<file path="src/fetch_pkg.sv">
////////////////////////////////////////////////////////////////////////////
// Shared constants and types of the instruction fetch front end
// Modules refer to these by scoped names such as fetch_pkg::XLEN
////////////////////////////////////////////////////////////////////////////

package fetch_pkg;

  // Address and instruction data width
  localparam int XLEN = 32;

  // First fetch address once reset is released
  localparam logic [XLEN-1:0] RESET_ADDR = 32'h0000_0080;

  localparam int QUEUE_DEPTH     = 2;  // Words held between memory and aligner
  localparam int MAX_OUTSTANDING = 2;  // Reads the bus may have in flight at once

  // Memory port state
  typedef enum logic [1:0] {
    PORT_IDLE,         // No request on the bus
    PORT_WAIT_GNT,     // Request raised and held until granted
    PORT_WAIT_RVALID   // Nothing requested but reads still in flight
  } port_state_e;

  // How the instruction at the program counter is assembled
  //
  //   FMT_FULL_ALIGNED  [ hi  lo ] both halves from the head word
  //   FMT_C_LOW         [ --  lo ] low half of the head word
  //   FMT_C_REG         [ held   ] the halfword kept from the last word
  //   FMT_FULL_SPLIT    [ held   ] low part, head word low half on top
  typedef enum logic [1:0] {
    FMT_FULL_ALIGNED,
    FMT_C_LOW,
    FMT_C_REG,
    FMT_FULL_SPLIT
  } instr_fmt_e;

endpackage

</file>
<file path="src/fetch_top.sv">
////////////////////////////////////////////////////////////////////////////
// Top level of the instruction fetch front end
// Memory port, word queue and aligner between the memory bus and decode
////////////////////////////////////////////////////////////////////////////

`timescale 1ns/1ps

module fetch_top (
  input  logic                       clk,
  input  logic                       rst_n,

  // Decode side
  input  logic                       ready_i,
  input  logic                       branch_i,
  input  logic [fetch_pkg::XLEN-1:0] branch_addr_i,
  output logic                       valid_o,
  output logic [fetch_pkg::XLEN-1:0] rdata_o,
  output logic [fetch_pkg::XLEN-1:0] addr_o,

  // Instruction memory bus
  output logic                       instr_req_o,
  output logic [fetch_pkg::XLEN-1:0] instr_addr_o,
  input  logic                       instr_gnt_i,
  input  logic [fetch_pkg::XLEN-1:0] instr_rdata_i,
  input  logic                       instr_rvalid_i
);

  logic                       flush;
  logic [fetch_pkg::XLEN-1:0] next_word_addr;
  logic [1:0]                 free_slots;
  logic                       word_push;
  logic [fetch_pkg::XLEN-1:0] word_data, word_addr;
  logic                       head_valid, head_pop;
  logic [fetch_pkg::XLEN-1:0] head_data, head_addr;

  imem_port i_port (
    .clk, .rst_n,
    .flush_i          (flush),
    .next_word_addr_i (next_word_addr),
    .free_slots_i     (free_slots),
    .word_push_o      (word_push),
    .word_data_o      (word_data),
    .word_addr_o      (word_addr),
    .instr_req_o, .instr_addr_o, .instr_gnt_i, .instr_rdata_i, .instr_rvalid_i
  );

  fetch_word_queue i_queue (
    .clk, .rst_n,
    .flush_i      (flush),
    .push_i       (word_push),
    .push_data_i  (word_data),
    .push_addr_i  (word_addr),
    .free_slots_o (free_slots),
    .head_valid_o (head_valid),
    .head_data_o  (head_data),
    .head_addr_o  (head_addr),
    .pop_i        (head_pop)
  );

  instr_aligner i_aligner (
    .clk, .rst_n,
    .branch_i, .branch_addr_i, .ready_i,
    .valid_o, .rdata_o, .addr_o,
    .head_valid_i     (head_valid),
    .head_data_i      (head_data),
    .head_addr_i      (head_addr),
    .head_pop_o       (head_pop),
    .flush_o          (flush),
    .next_word_addr_o (next_word_addr)
  );

endmodule

</file>
<file path="src/fetch_word_queue.sv">
////////////////////////////////////////////////////////////////////////////
// Short FIFO of fetched words and their word addresses
// Sits between the memory port and the aligner and empties on a flush
////////////////////////////////////////////////////////////////////////////

`timescale 1ns/1ps

module fetch_word_queue (
  input  logic                       clk,
  input  logic                       rst_n,
  input  logic                       flush_i,

  input  logic                       push_i,
  input  logic [fetch_pkg::XLEN-1:0] push_data_i,
  input  logic [fetch_pkg::XLEN-1:0] push_addr_i,
  output logic [1:0]                 free_slots_o,

  output logic                       head_valid_o,
  output logic [fetch_pkg::XLEN-1:0] head_data_o,
  output logic [fetch_pkg::XLEN-1:0] head_addr_o,
  input  logic                       pop_i
);

  logic [fetch_pkg::XLEN-1:0] data_q [fetch_pkg::QUEUE_DEPTH];
  logic [fetch_pkg::XLEN-1:0] addr_q [fetch_pkg::QUEUE_DEPTH];

  logic [$clog2(fetch_pkg::QUEUE_DEPTH)-1:0] wr_ptr_q, rd_ptr_q;
  logic [1:0]                                count_q;
  logic                                      push_ok, pop_ok;

  // A full queue still takes a word when the head leaves in the same cycle
  assign push_ok = push_i && ((count_q != 2'(fetch_pkg::QUEUE_DEPTH)) || pop_i);
  assign pop_ok  = pop_i && (count_q != 2'd0);

  assign free_slots_o = 2'(fetch_pkg::QUEUE_DEPTH) - count_q;
  assign head_valid_o = (count_q != 2'd0);
  assign head_data_o  = data_q[rd_ptr_q];
  assign head_addr_o  = addr_q[rd_ptr_q];

  always_ff @(posedge clk or negedge rst_n) begin
    if (!rst_n) begin
      wr_ptr_q <= '0;
      rd_ptr_q <= '0;
      count_q  <= 2'd0;
    end else if (flush_i) begin  // Flush wins over a push in the same cycle
      wr_ptr_q <= '0;
      rd_ptr_q <= '0;
      count_q  <= 2'd0;
    end else begin
      if (push_ok) wr_ptr_q <= wr_ptr_q + 1'b1;  // Power of two depth wraps by itself
      if (pop_ok) rd_ptr_q <= rd_ptr_q + 1'b1;
      count_q <= count_q + {1'b0, push_ok} - {1'b0, pop_ok};
    end
  end

  always_ff @(posedge clk) begin
    if (push_ok) begin
      data_q[wr_ptr_q] <= push_data_i;
      addr_q[wr_ptr_q] <= push_addr_i;
    end
  end

endmodule

</file>
<file path="src/imem_port.sv">
////////////////////////////////////////////////////////////////////////////
// Memory bus master of the fetch unit
// Issues word reads on the req/gnt/rvalid bus, keeps count of reads in
// flight and drops the responses of reads that were made before a flush
////////////////////////////////////////////////////////////////////////////

`timescale 1ns/1ps

module imem_port (
  input  logic                       clk,
  input  logic                       rst_n,

  input  logic                       flush_i,           // Restart at next_word_addr_i
  input  logic [fetch_pkg::XLEN-1:0] next_word_addr_i,
  input  logic [1:0]                 free_slots_i,      // Free queue entries

  output logic                       word_push_o,
  output logic [fetch_pkg::XLEN-1:0] word_data_o,
  output logic [fetch_pkg::XLEN-1:0] word_addr_o,

  output logic                       instr_req_o,
  output logic [fetch_pkg::XLEN-1:0] instr_addr_o,
  input  logic                       instr_gnt_i,
  input  logic [fetch_pkg::XLEN-1:0] instr_rdata_i,
  input  logic                       instr_rvalid_i
);

  fetch_pkg::port_state_e state_q, state_d;

  logic [fetch_pkg::XLEN-1:0] fetch_addr_q;   // Next word to request
  logic [fetch_pkg::XLEN-1:0] req_addr_q;     // Address of the request on the bus
  logic [1:0]                 inflight_q, inflight_d;  // Granted reads not yet answered
  logic [1:0]                 discard_q, discard_d;    // Of those, the ones to drop
  logic [1:0]                 live;
  logic                       drop_q, drop_d;  // Pending request is stale
  logic                       gnt_ok;
  logic                       rvalid_drop;
  logic                       can_issue;
  logic                       raise;

  // Request addresses in grant order, read back as the responses come in
  logic [fetch_pkg::XLEN-1:0] addr_rec_q [fetch_pkg::MAX_OUTSTANDING];
  logic                       wr_ptr_q, rd_ptr_q;

  assign instr_req_o  = (state_q == fetch_pkg::PORT_WAIT_GNT);
  assign instr_addr_o = req_addr_q;

  assign gnt_ok      = instr_req_o & instr_gnt_i;
  assign rvalid_drop = instr_rvalid_i & (discard_q != 2'd0);
  assign word_push_o = instr_rvalid_i & (discard_q == 2'd0);
  assign word_data_o = instr_rdata_i;
  assign word_addr_o = addr_rec_q[rd_ptr_q];

  // Live reads each claim a queue slot, so only ask for what the queue can take
  assign live       = inflight_q - discard_q;
  assign can_issue  = (flush_i || (live < free_slots_i)) &&
                      (inflight_q < 2'(fetch_pkg::MAX_OUTSTANDING));
  assign inflight_d = inflight_q + {1'b0, gnt_ok} - {1'b0, instr_rvalid_i};

  always_comb begin
    state_d = state_q;
    raise   = 1'b0;
    unique case (state_q)
      fetch_pkg::PORT_IDLE: begin
        if (can_issue) begin
          state_d = fetch_pkg::PORT_WAIT_GNT;
          raise   = 1'b1;
        end
      end
      fetch_pkg::PORT_WAIT_GNT: begin
        if (instr_gnt_i) state_d = fetch_pkg::PORT_WAIT_RVALID;  // Never drop a raised request
      end
      fetch_pkg::PORT_WAIT_RVALID: begin
        if (can_issue) begin  // Second read while the first is still out
          state_d = fetch_pkg::PORT_WAIT_GNT;
          raise   = 1'b1;
        end else if (inflight_d == 2'd0) begin
          state_d = fetch_pkg::PORT_IDLE;
        end
      end
      default: state_d = fetch_pkg::PORT_IDLE;
    endcase
  end

  // On a flush every read still out turns stale, and so does an ungranted request
  always_comb begin
    if (flush_i) begin
      discard_d = inflight_d;
      drop_d    = instr_req_o & ~instr_gnt_i;
    end else begin
      discard_d = discard_q - {1'b0, rvalid_drop} + {1'b0, gnt_ok & drop_q};
      drop_d    = drop_q & ~gnt_ok;
    end
  end

  ////////////////////////////////////////////////////////////////////////////
  // Registers
  ////////////////////////////////////////////////////////////////////////////

  always_ff @(posedge clk or negedge rst_n) begin
    if (!rst_n) begin
      state_q      <= fetch_pkg::PORT_IDLE;
      inflight_q   <= 2'd0;
      discard_q    <= 2'd0;
      drop_q       <= 1'b0;
      fetch_addr_q <= '0;  // Loaded by the flush the aligner raises after reset
      req_addr_q   <= '0;
      wr_ptr_q     <= 1'b0;
      rd_ptr_q     <= 1'b0;
    end else begin
      state_q    <= state_d;
      inflight_q <= inflight_d;
      discard_q  <= discard_d;
      drop_q     <= drop_d;
      if (flush_i) begin
        fetch_addr_q <= next_word_addr_i;
      end else if (gnt_ok && !drop_q) begin
        fetch_addr_q <= fetch_addr_q + 32'd4;  // Step only past words that count
      end
      if (raise) req_addr_q <= flush_i ? next_word_addr_i : fetch_addr_q;
      if (gnt_ok) wr_ptr_q <= ~wr_ptr_q;
      if (instr_rvalid_i) rd_ptr_q <= ~rd_ptr_q;
    end
  end

  always_ff @(posedge clk) begin
    if (gnt_ok) addr_rec_q[wr_ptr_q] <= req_addr_q;  // Tag for the matching response
  end

endmodule

</file>
<file path="src/instr_aligner.sv">
////////////////////////////////////////////////////////////////////////////
// Instruction aligner of the fetch unit
// Keeps the program counter and one leftover halfword, builds 16-bit and
// 32-bit instructions from the queued words and hands them to decode
// through a registered valid/ready stage
////////////////////////////////////////////////////////////////////////////

`timescale 1ns/1ps

module instr_aligner (
  input  logic                       clk,
  input  logic                       rst_n,

  input  logic                       branch_i,
  input  logic [fetch_pkg::XLEN-1:0] branch_addr_i,
  input  logic                       ready_i,
  output logic                       valid_o,
  output logic [fetch_pkg::XLEN-1:0] rdata_o,
  output logic [fetch_pkg::XLEN-1:0] addr_o,

  input  logic                       head_valid_i,
  input  logic [fetch_pkg::XLEN-1:0] head_data_i,
  input  logic [fetch_pkg::XLEN-1:0] head_addr_i,
  output logic                       head_pop_o,

  output logic                       flush_o,
  output logic [fetch_pkg::XLEN-1:0] next_word_addr_o
);

  logic [fetch_pkg::XLEN-1:0] pc_q;        // Address of the next instruction to build
  logic [15:0]                hw_q;        // Upper half of a word already popped
  logic                       hw_valid_q;
  logic                       valid_q;
  logic [fetch_pkg::XLEN-1:0] rdata_q, addr_q;
  logic                       flush_q;

  fetch_pkg::instr_fmt_e      fmt;
  logic [fetch_pkg::XLEN-1:0] instr;
  logic [fetch_pkg::XLEN-1:0] pc_step;
  logic                       flushing;
  logic                       out_free;
  logic                       skip;
  logic                       uses_head;
  logic                       addr_ok;
  logic                       head_match;
  logic                       can_present;
  logic                       take;
  logic                       skip_pop;
  logic                       drop;

  assign valid_o          = valid_q;
  assign rdata_o          = rdata_q;
  assign addr_o           = addr_q;
  assign flush_o          = flush_q;
  assign next_word_addr_o = {pc_q[fetch_pkg::XLEN-1:2], 2'b00};

  ////////////////////////////////////////////////////////////////////////////
  // Instruction assembly
  ////////////////////////////////////////////////////////////////////////////

  // Neither the branch cycle nor the flush cycle after it may touch the queue
  assign flushing = branch_i | flush_q;
  assign out_free = !valid_q || ready_i;  // Output stage empty or emptying now
  assign skip     = !hw_valid_q && pc_q[1];  // Odd target with nothing held

  // With a halfword held, the head must be the word after the one at pc
  assign addr_ok    = (head_addr_i[fetch_pkg::XLEN-1:2] ==
                       pc_q[fetch_pkg::XLEN-1:2] + {{(fetch_pkg::XLEN-3){1'b0}}, hw_valid_q});
  assign head_match = head_valid_i && addr_ok;

  always_comb begin
    fmt = fetch_pkg::FMT_FULL_ALIGNED;
    if (hw_valid_q) begin
      fmt = (hw_q[1:0] != 2'b11) ? fetch_pkg::FMT_C_REG : fetch_pkg::FMT_FULL_SPLIT;
    end else if (head_data_i[1:0] != 2'b11) begin
      fmt = fetch_pkg::FMT_C_LOW;
    end
  end

  // Compressed instructions leave with zero upper bits
  always_comb begin
    unique case (fmt)
      fetch_pkg::FMT_C_LOW: begin
        instr   = {16'h0000, head_data_i[15:0]};
        pc_step = 32'd2;
      end
      fetch_pkg::FMT_C_REG: begin
        instr   = {16'h0000, hw_q};
        pc_step = 32'd2;
      end
      fetch_pkg::FMT_FULL_SPLIT: begin
        instr   = {head_data_i[15:0], hw_q};
        pc_step = 32'd4;
      end
      default: begin
        instr   = head_data_i;
        pc_step = 32'd4;
      end
    endcase
  end

  assign uses_head   = (fmt != fetch_pkg::FMT_C_REG);
  assign can_present = !skip && (!uses_head || head_match);
  assign take        = !flushing && out_free && can_present;
  assign skip_pop    = !flushing && skip && head_match;  // Keep only the upper half
  assign drop        = !flushing && head_valid_i && !addr_ok;  // Word from a stale stream

  assign head_pop_o = (take && uses_head) || skip_pop || drop;

  ////////////////////////////////////////////////////////////////////////////
  // Registers
  ////////////////////////////////////////////////////////////////////////////

  always_ff @(posedge clk or negedge rst_n) begin
    if (!rst_n) begin
      pc_q       <= fetch_pkg::RESET_ADDR;
      hw_valid_q <= 1'b0;
      valid_q    <= 1'b0;
      flush_q    <= 1'b1;  // Start-up flush hands the reset address to the port
    end else if (branch_i) begin
      pc_q       <= {branch_addr_i[fetch_pkg::XLEN-1:1], 1'b0};
      hw_valid_q <= 1'b0;
      valid_q    <= 1'b0;  // Branch beats a transfer in the same cycle
      flush_q    <= 1'b1;
    end else begin
      flush_q <= 1'b0;
      if (take) begin
        valid_q <= 1'b1;
        pc_q    <= pc_q + pc_step;
        unique case (fmt)
          fetch_pkg::FMT_C_LOW:      hw_valid_q <= 1'b1;  // Upper half waits its turn
          fetch_pkg::FMT_C_REG:      hw_valid_q <= 1'b0;
          fetch_pkg::FMT_FULL_SPLIT: hw_valid_q <= 1'b1;  // Head upper half replaces it
          default:                   hw_valid_q <= hw_valid_q;
        endcase
      end else if (ready_i) begin
        valid_q <= 1'b0;  // Transfer done and nothing to follow yet
      end
      if (skip_pop) hw_valid_q <= 1'b1;
    end
  end

  always_ff @(posedge clk) begin
    if (take) begin
      rdata_q <= instr;
      addr_q  <= pc_q;
    end
    if ((take && uses_head) || skip_pop) hw_q <= head_data_i[31:16];
  end

endmodule

</file>
<file path="config.mk">
export PLATFORM = sky130hd
export DESIGN_NAME = fetch_top
export DESIGN_NICKNAME = d
export VERILOG_FILES = /design/src/fetch_pkg.sv /design/src/fetch_top.sv /design/src/fetch_word_queue.sv /design/src/imem_port.sv /design/src/instr_aligner.sv
export SDC_FILE = /design/constraint.sdc
export NUM_CORES = 1
export LEC_CHECK = 0
export BUFFER_PORTS_ARGS = -buffer_cell sky130_fd_sc_hd__buf_4
export CAP_MARGIN = 15
export CORE_MARGIN = 5
export CORE_UTILIZATION = 50
export DETAILED_ROUTE_END_ITERATION = 7
export PLACE_DENSITY = 0.69
export SLEW_MARGIN = 20
export SYNTH_ARGS = -nofsm -noshare
export SYNTH_HDL_FRONTEND = slang
export SYNTH_SLANG_ARGS = --single-unit
</file>
<file path="constraint.sdc">
create_clock -name clk -period 6.4 [get_ports clk]
set_input_delay 0.96 -clock clk [delete_from_list [all_inputs] [get_ports clk]]
set_output_delay 0.96 -clock clk [all_outputs]
set_load 0.01 [all_outputs]
</file>
==> results.md <==
* Cts hold-fix bufs at 0
* Final Power at 7.13 mW
* Syn nets at around 1400
* CTS tree: built
* Final GP Congestion at 0.910
* First-pass GRT wire length at slightly below 60000 µm
* Yosys cell types at 60
* Clock sinks at 371
* Setup Skew at 0.0184 ns
* Post-layout minimum cycle time at about 5 ns
* Hold Crit Class: in2async
* Crit start category: flip-flop
* DRT Pass-1 Iters at 6
* # rows at 66
* Ys flop type: edfxtp_1
* Die Y-Extent at 190 µm
* EDFF count, synth at 263
* Filler Cell Count at between 2000 and 3000
* Initial Util at 50.3%
* Slew @ Worst Pin at just over 1 ns
* Setup_tns at 0 ns
* CTS Buf Count at 37
* Total gr overflow at 0
* Skew-Pair Late Insertion Delay at 0.52 ns
* Most frequent cell after synthesis: edfxtp_1
* I/O Pins at 168
* Initial antenna violation count at 0
* Synth top cells by count: edfxtp_1 (263), nand2_1 (121), dfrtp_1 (106)
* Clk slew on worst S/H paths at 0.06 ns
* Via density per instance at 5.59
* # Post-CTS Setup Buffers at 0
* RSZ-0062 raised after global routing: no
* Vias in the first global route at 10397
* Post-Synthesis Mean Instance Area at roughly 13 µm²
* Synth Register Bits at 371
* H-tree depth at 2
* Post-synth top area share at 48.5%
* Setup Viol. Count Final at 0
* Share of cells above drive strength 1 at a little over a fifth
* Cell Pwr Density at 375 nW/µm²
* Met2 usage at about a third
* FFs w/ async S/R, synth at 29.1%
* Pin count of the biggest net entering global routing at between 100 and 150
* CTS Buffer Depth at 3
* Netlist area before placement at 16300 µm²
* Die area at around 36000 µm²
* Remaining antenna violation count after routing at 0
* Fmax at 0.197 GHz
* Yosys top cell by area: edfxtp_1
* Vias at 10504
* VDD IR max at 0.216 mV
* GR peak layer: met2
* Max_cap viols at 0
* Syn Inst Count at around 1300
* Post-route DRC violation count at 0
* Fin. Hold Viols at 0
* Placeable core area at 32400 µm²
* Yosys warns at 0
* Die Span X at 190 µm
* GR Layer Usage met3 at 3.35%
* Port bufs at 165
* Register area share after synthesis at approximately two thirds
* WL final at around 38000 µm
* Worst Path Arrival at 5.53 ns
* ANT cells at 0
* Outcome: finished, final reports clean
* Critical path class: reg2reg
* Hpwl dp at 26100 µm
* Max Fanout on Critical Path at 37
* Critical path required time at between 6 and 7 ns
* Area Growth Syn to Fin at 16.9%
* Rel. slew slack at 31.6%
* Iter 0 DRT Violations at 810
* GR Util met1 at a little under 30%
* Post-cts sizing count at 0
* Top area cells in the synthesized netlist: edfxtp_1 (49%), dfrtp_1 (16%), mux2_2 (3.5%)
* R2r setup slk at approximately 1.3 ns
* Worst Setup End Kind: flip-flop
* P_leak at 6.86 nW
* Root buffer cell: clkbuf_16
* Pins Over Slew Limit at 0
* Tcrit/Tclk final at 79.3%
* WL/cell at about 20 µm
* Overall routing resource usage at around 21%
* Final nets at 1501
path summary, 6_finish.rpt:
path / endpoint / cells after the start / from
max: i_aligner.pc_q[29] / 18 / i_queue.rd_ptr_q
min: i_port.fetch_addr_q[8] / 1 / rst_n
max reg2reg: i_aligner.pc_q[29] / 18 / i_queue.rd_ptr_q
min reg2reg: i_port.addr_rec_q[0][27] / 0 / i_port.instr_addr_o[27]
max in group asynchronous: i_port.instr_addr_o[20] / 2 / rst_n
min in group clk: i_port.addr_rec_q[0][27] / 0 / i_port.instr_addr_o[27]
worst max-delay path: stages (launching register included):
cell and delay, ns:
dfrtp_4 0.84, mux2i_1 0.36, nor2_1 0.08, nor2_1 0.09
a31o_2 0.14, inv_1 0.07, ha_1 0.30, inv_1 0.11
ha_1 0.18, inv_1 0.06, fa_1 0.39, nand3b_1 0.32
nor3_1 0.34, nand3_1 0.15, or2_2 0.41, or3_1 0.39
or3_1 0.32, a211oi_1 0.25, a221o_1 0.15
cell type report:
cell class | count | area, µm² | share of cell area, %
clock inverter | 14 | 108 | 0.565
multi-input combinational | 787 | 5230 | 27.5
timing repair buffer | 179 | 1340 | 7.06
tap | 442 | 553 | 2.91
clock buffer | 52 | 1050 | 5.53
sequential | 371 | 10600 | 55.7
inverter | 35 | 131 | 0.690
flip-flops by register name, summed over array words and instances, names as in the netlist, 2 cells and up:
| signal | count |
|---|---|
| i_queue.data_q | 64 |
| i_port.addr_rec_q | 60 |
| i_queue.addr_q | 60 |
| i_aligner.rdata_o | 32 |
| i_aligner.addr_o | 31 |
| i_aligner.pc_q | 31 |
| i_port.instr_addr_o | 31 |
| i_port.fetch_addr_q | 30 |
| i_aligner.hw_q | 16 |
| i_port.discard_q | 2 |
| i_port.inflight_q | 2 |
| i_port.state_q | 2 |
| i_queue.count_q | 2 |
cell usage in the layout (no fill, tap or decap), drive strengths merged, types with 7 or more instances in the layout:
cell type / n
nor3: 25
nand3: 31
ha: 19
o311ai: 14
buf: 179
mux2i: 48
or4: 9
nor2: 85
a31oi: 36
clkinv: 8
mux2: 51
o211ai: 21
a21oi: 13
xor2: 32
nor4: 7
dfrtp: 106
and2: 11
nand4: 25
inv: 38
clkbuf: 52
xnor2: 50
o21ai: 76
a221o: 8
and3: 15
nand2: 121
edfxtp: 263
nand2b: 34
routing by layer:
layer / vias up / wire length [µm]
li1: 4947 / -
met1: 5118 / 17100
met3: 75 / 2180
met4: 0 / 1080
met5: - / 0
met2: 364 / 17300
stage by stage:
stage / hold slack [ns] / worst slack (ns) / util, % / cell area, µm² / std cells
2_1_floorplan: 0.420 / 0.794 / - / 16300 / 1269
3_3_place_gp: 0.476 / 1.50 / 55.2 / 17900 / 1814
3_5_place_dp: 0.483 / 1.36 / 55.2 / 17900 / 1814
4_1_cts: 0.493 / 1.34 / 58.8 / 19000 / 1880
5_1_grt: 0.501 / 0.866 / 58.8 / 19000 / 1880
6_report: 0.466 / 1.32 / 58.8 / 19000 / 1880
logic make-up (layout without fill, tap and decap cells):
kind of cell,Yosys count,after routing,synth area share [%]
AND/OR/NAND/NOR,383,383,11.4
buffers and inverters,111,280,2.87
flip-flops,371,371,65.1
AO/OA/AOI/OAI,202,202,8.04
adder cells (fa/ha/maj),20,20,1.58
XOR/XNOR,82,82,4.46
other,1,1,0.0230
multiplexers,99,99,6.50
power by group:
| part | internal [mW] | switching [mW] |
|---|---|---|
| registers | 3.11 | 0.315 |
| logic | 0.727 | 0.924 |
| clock network | 1.19 | 0.870 |
| total | 5.02 | 2.11 |
No activity file was read; power rests on OpenSTA's default activity.
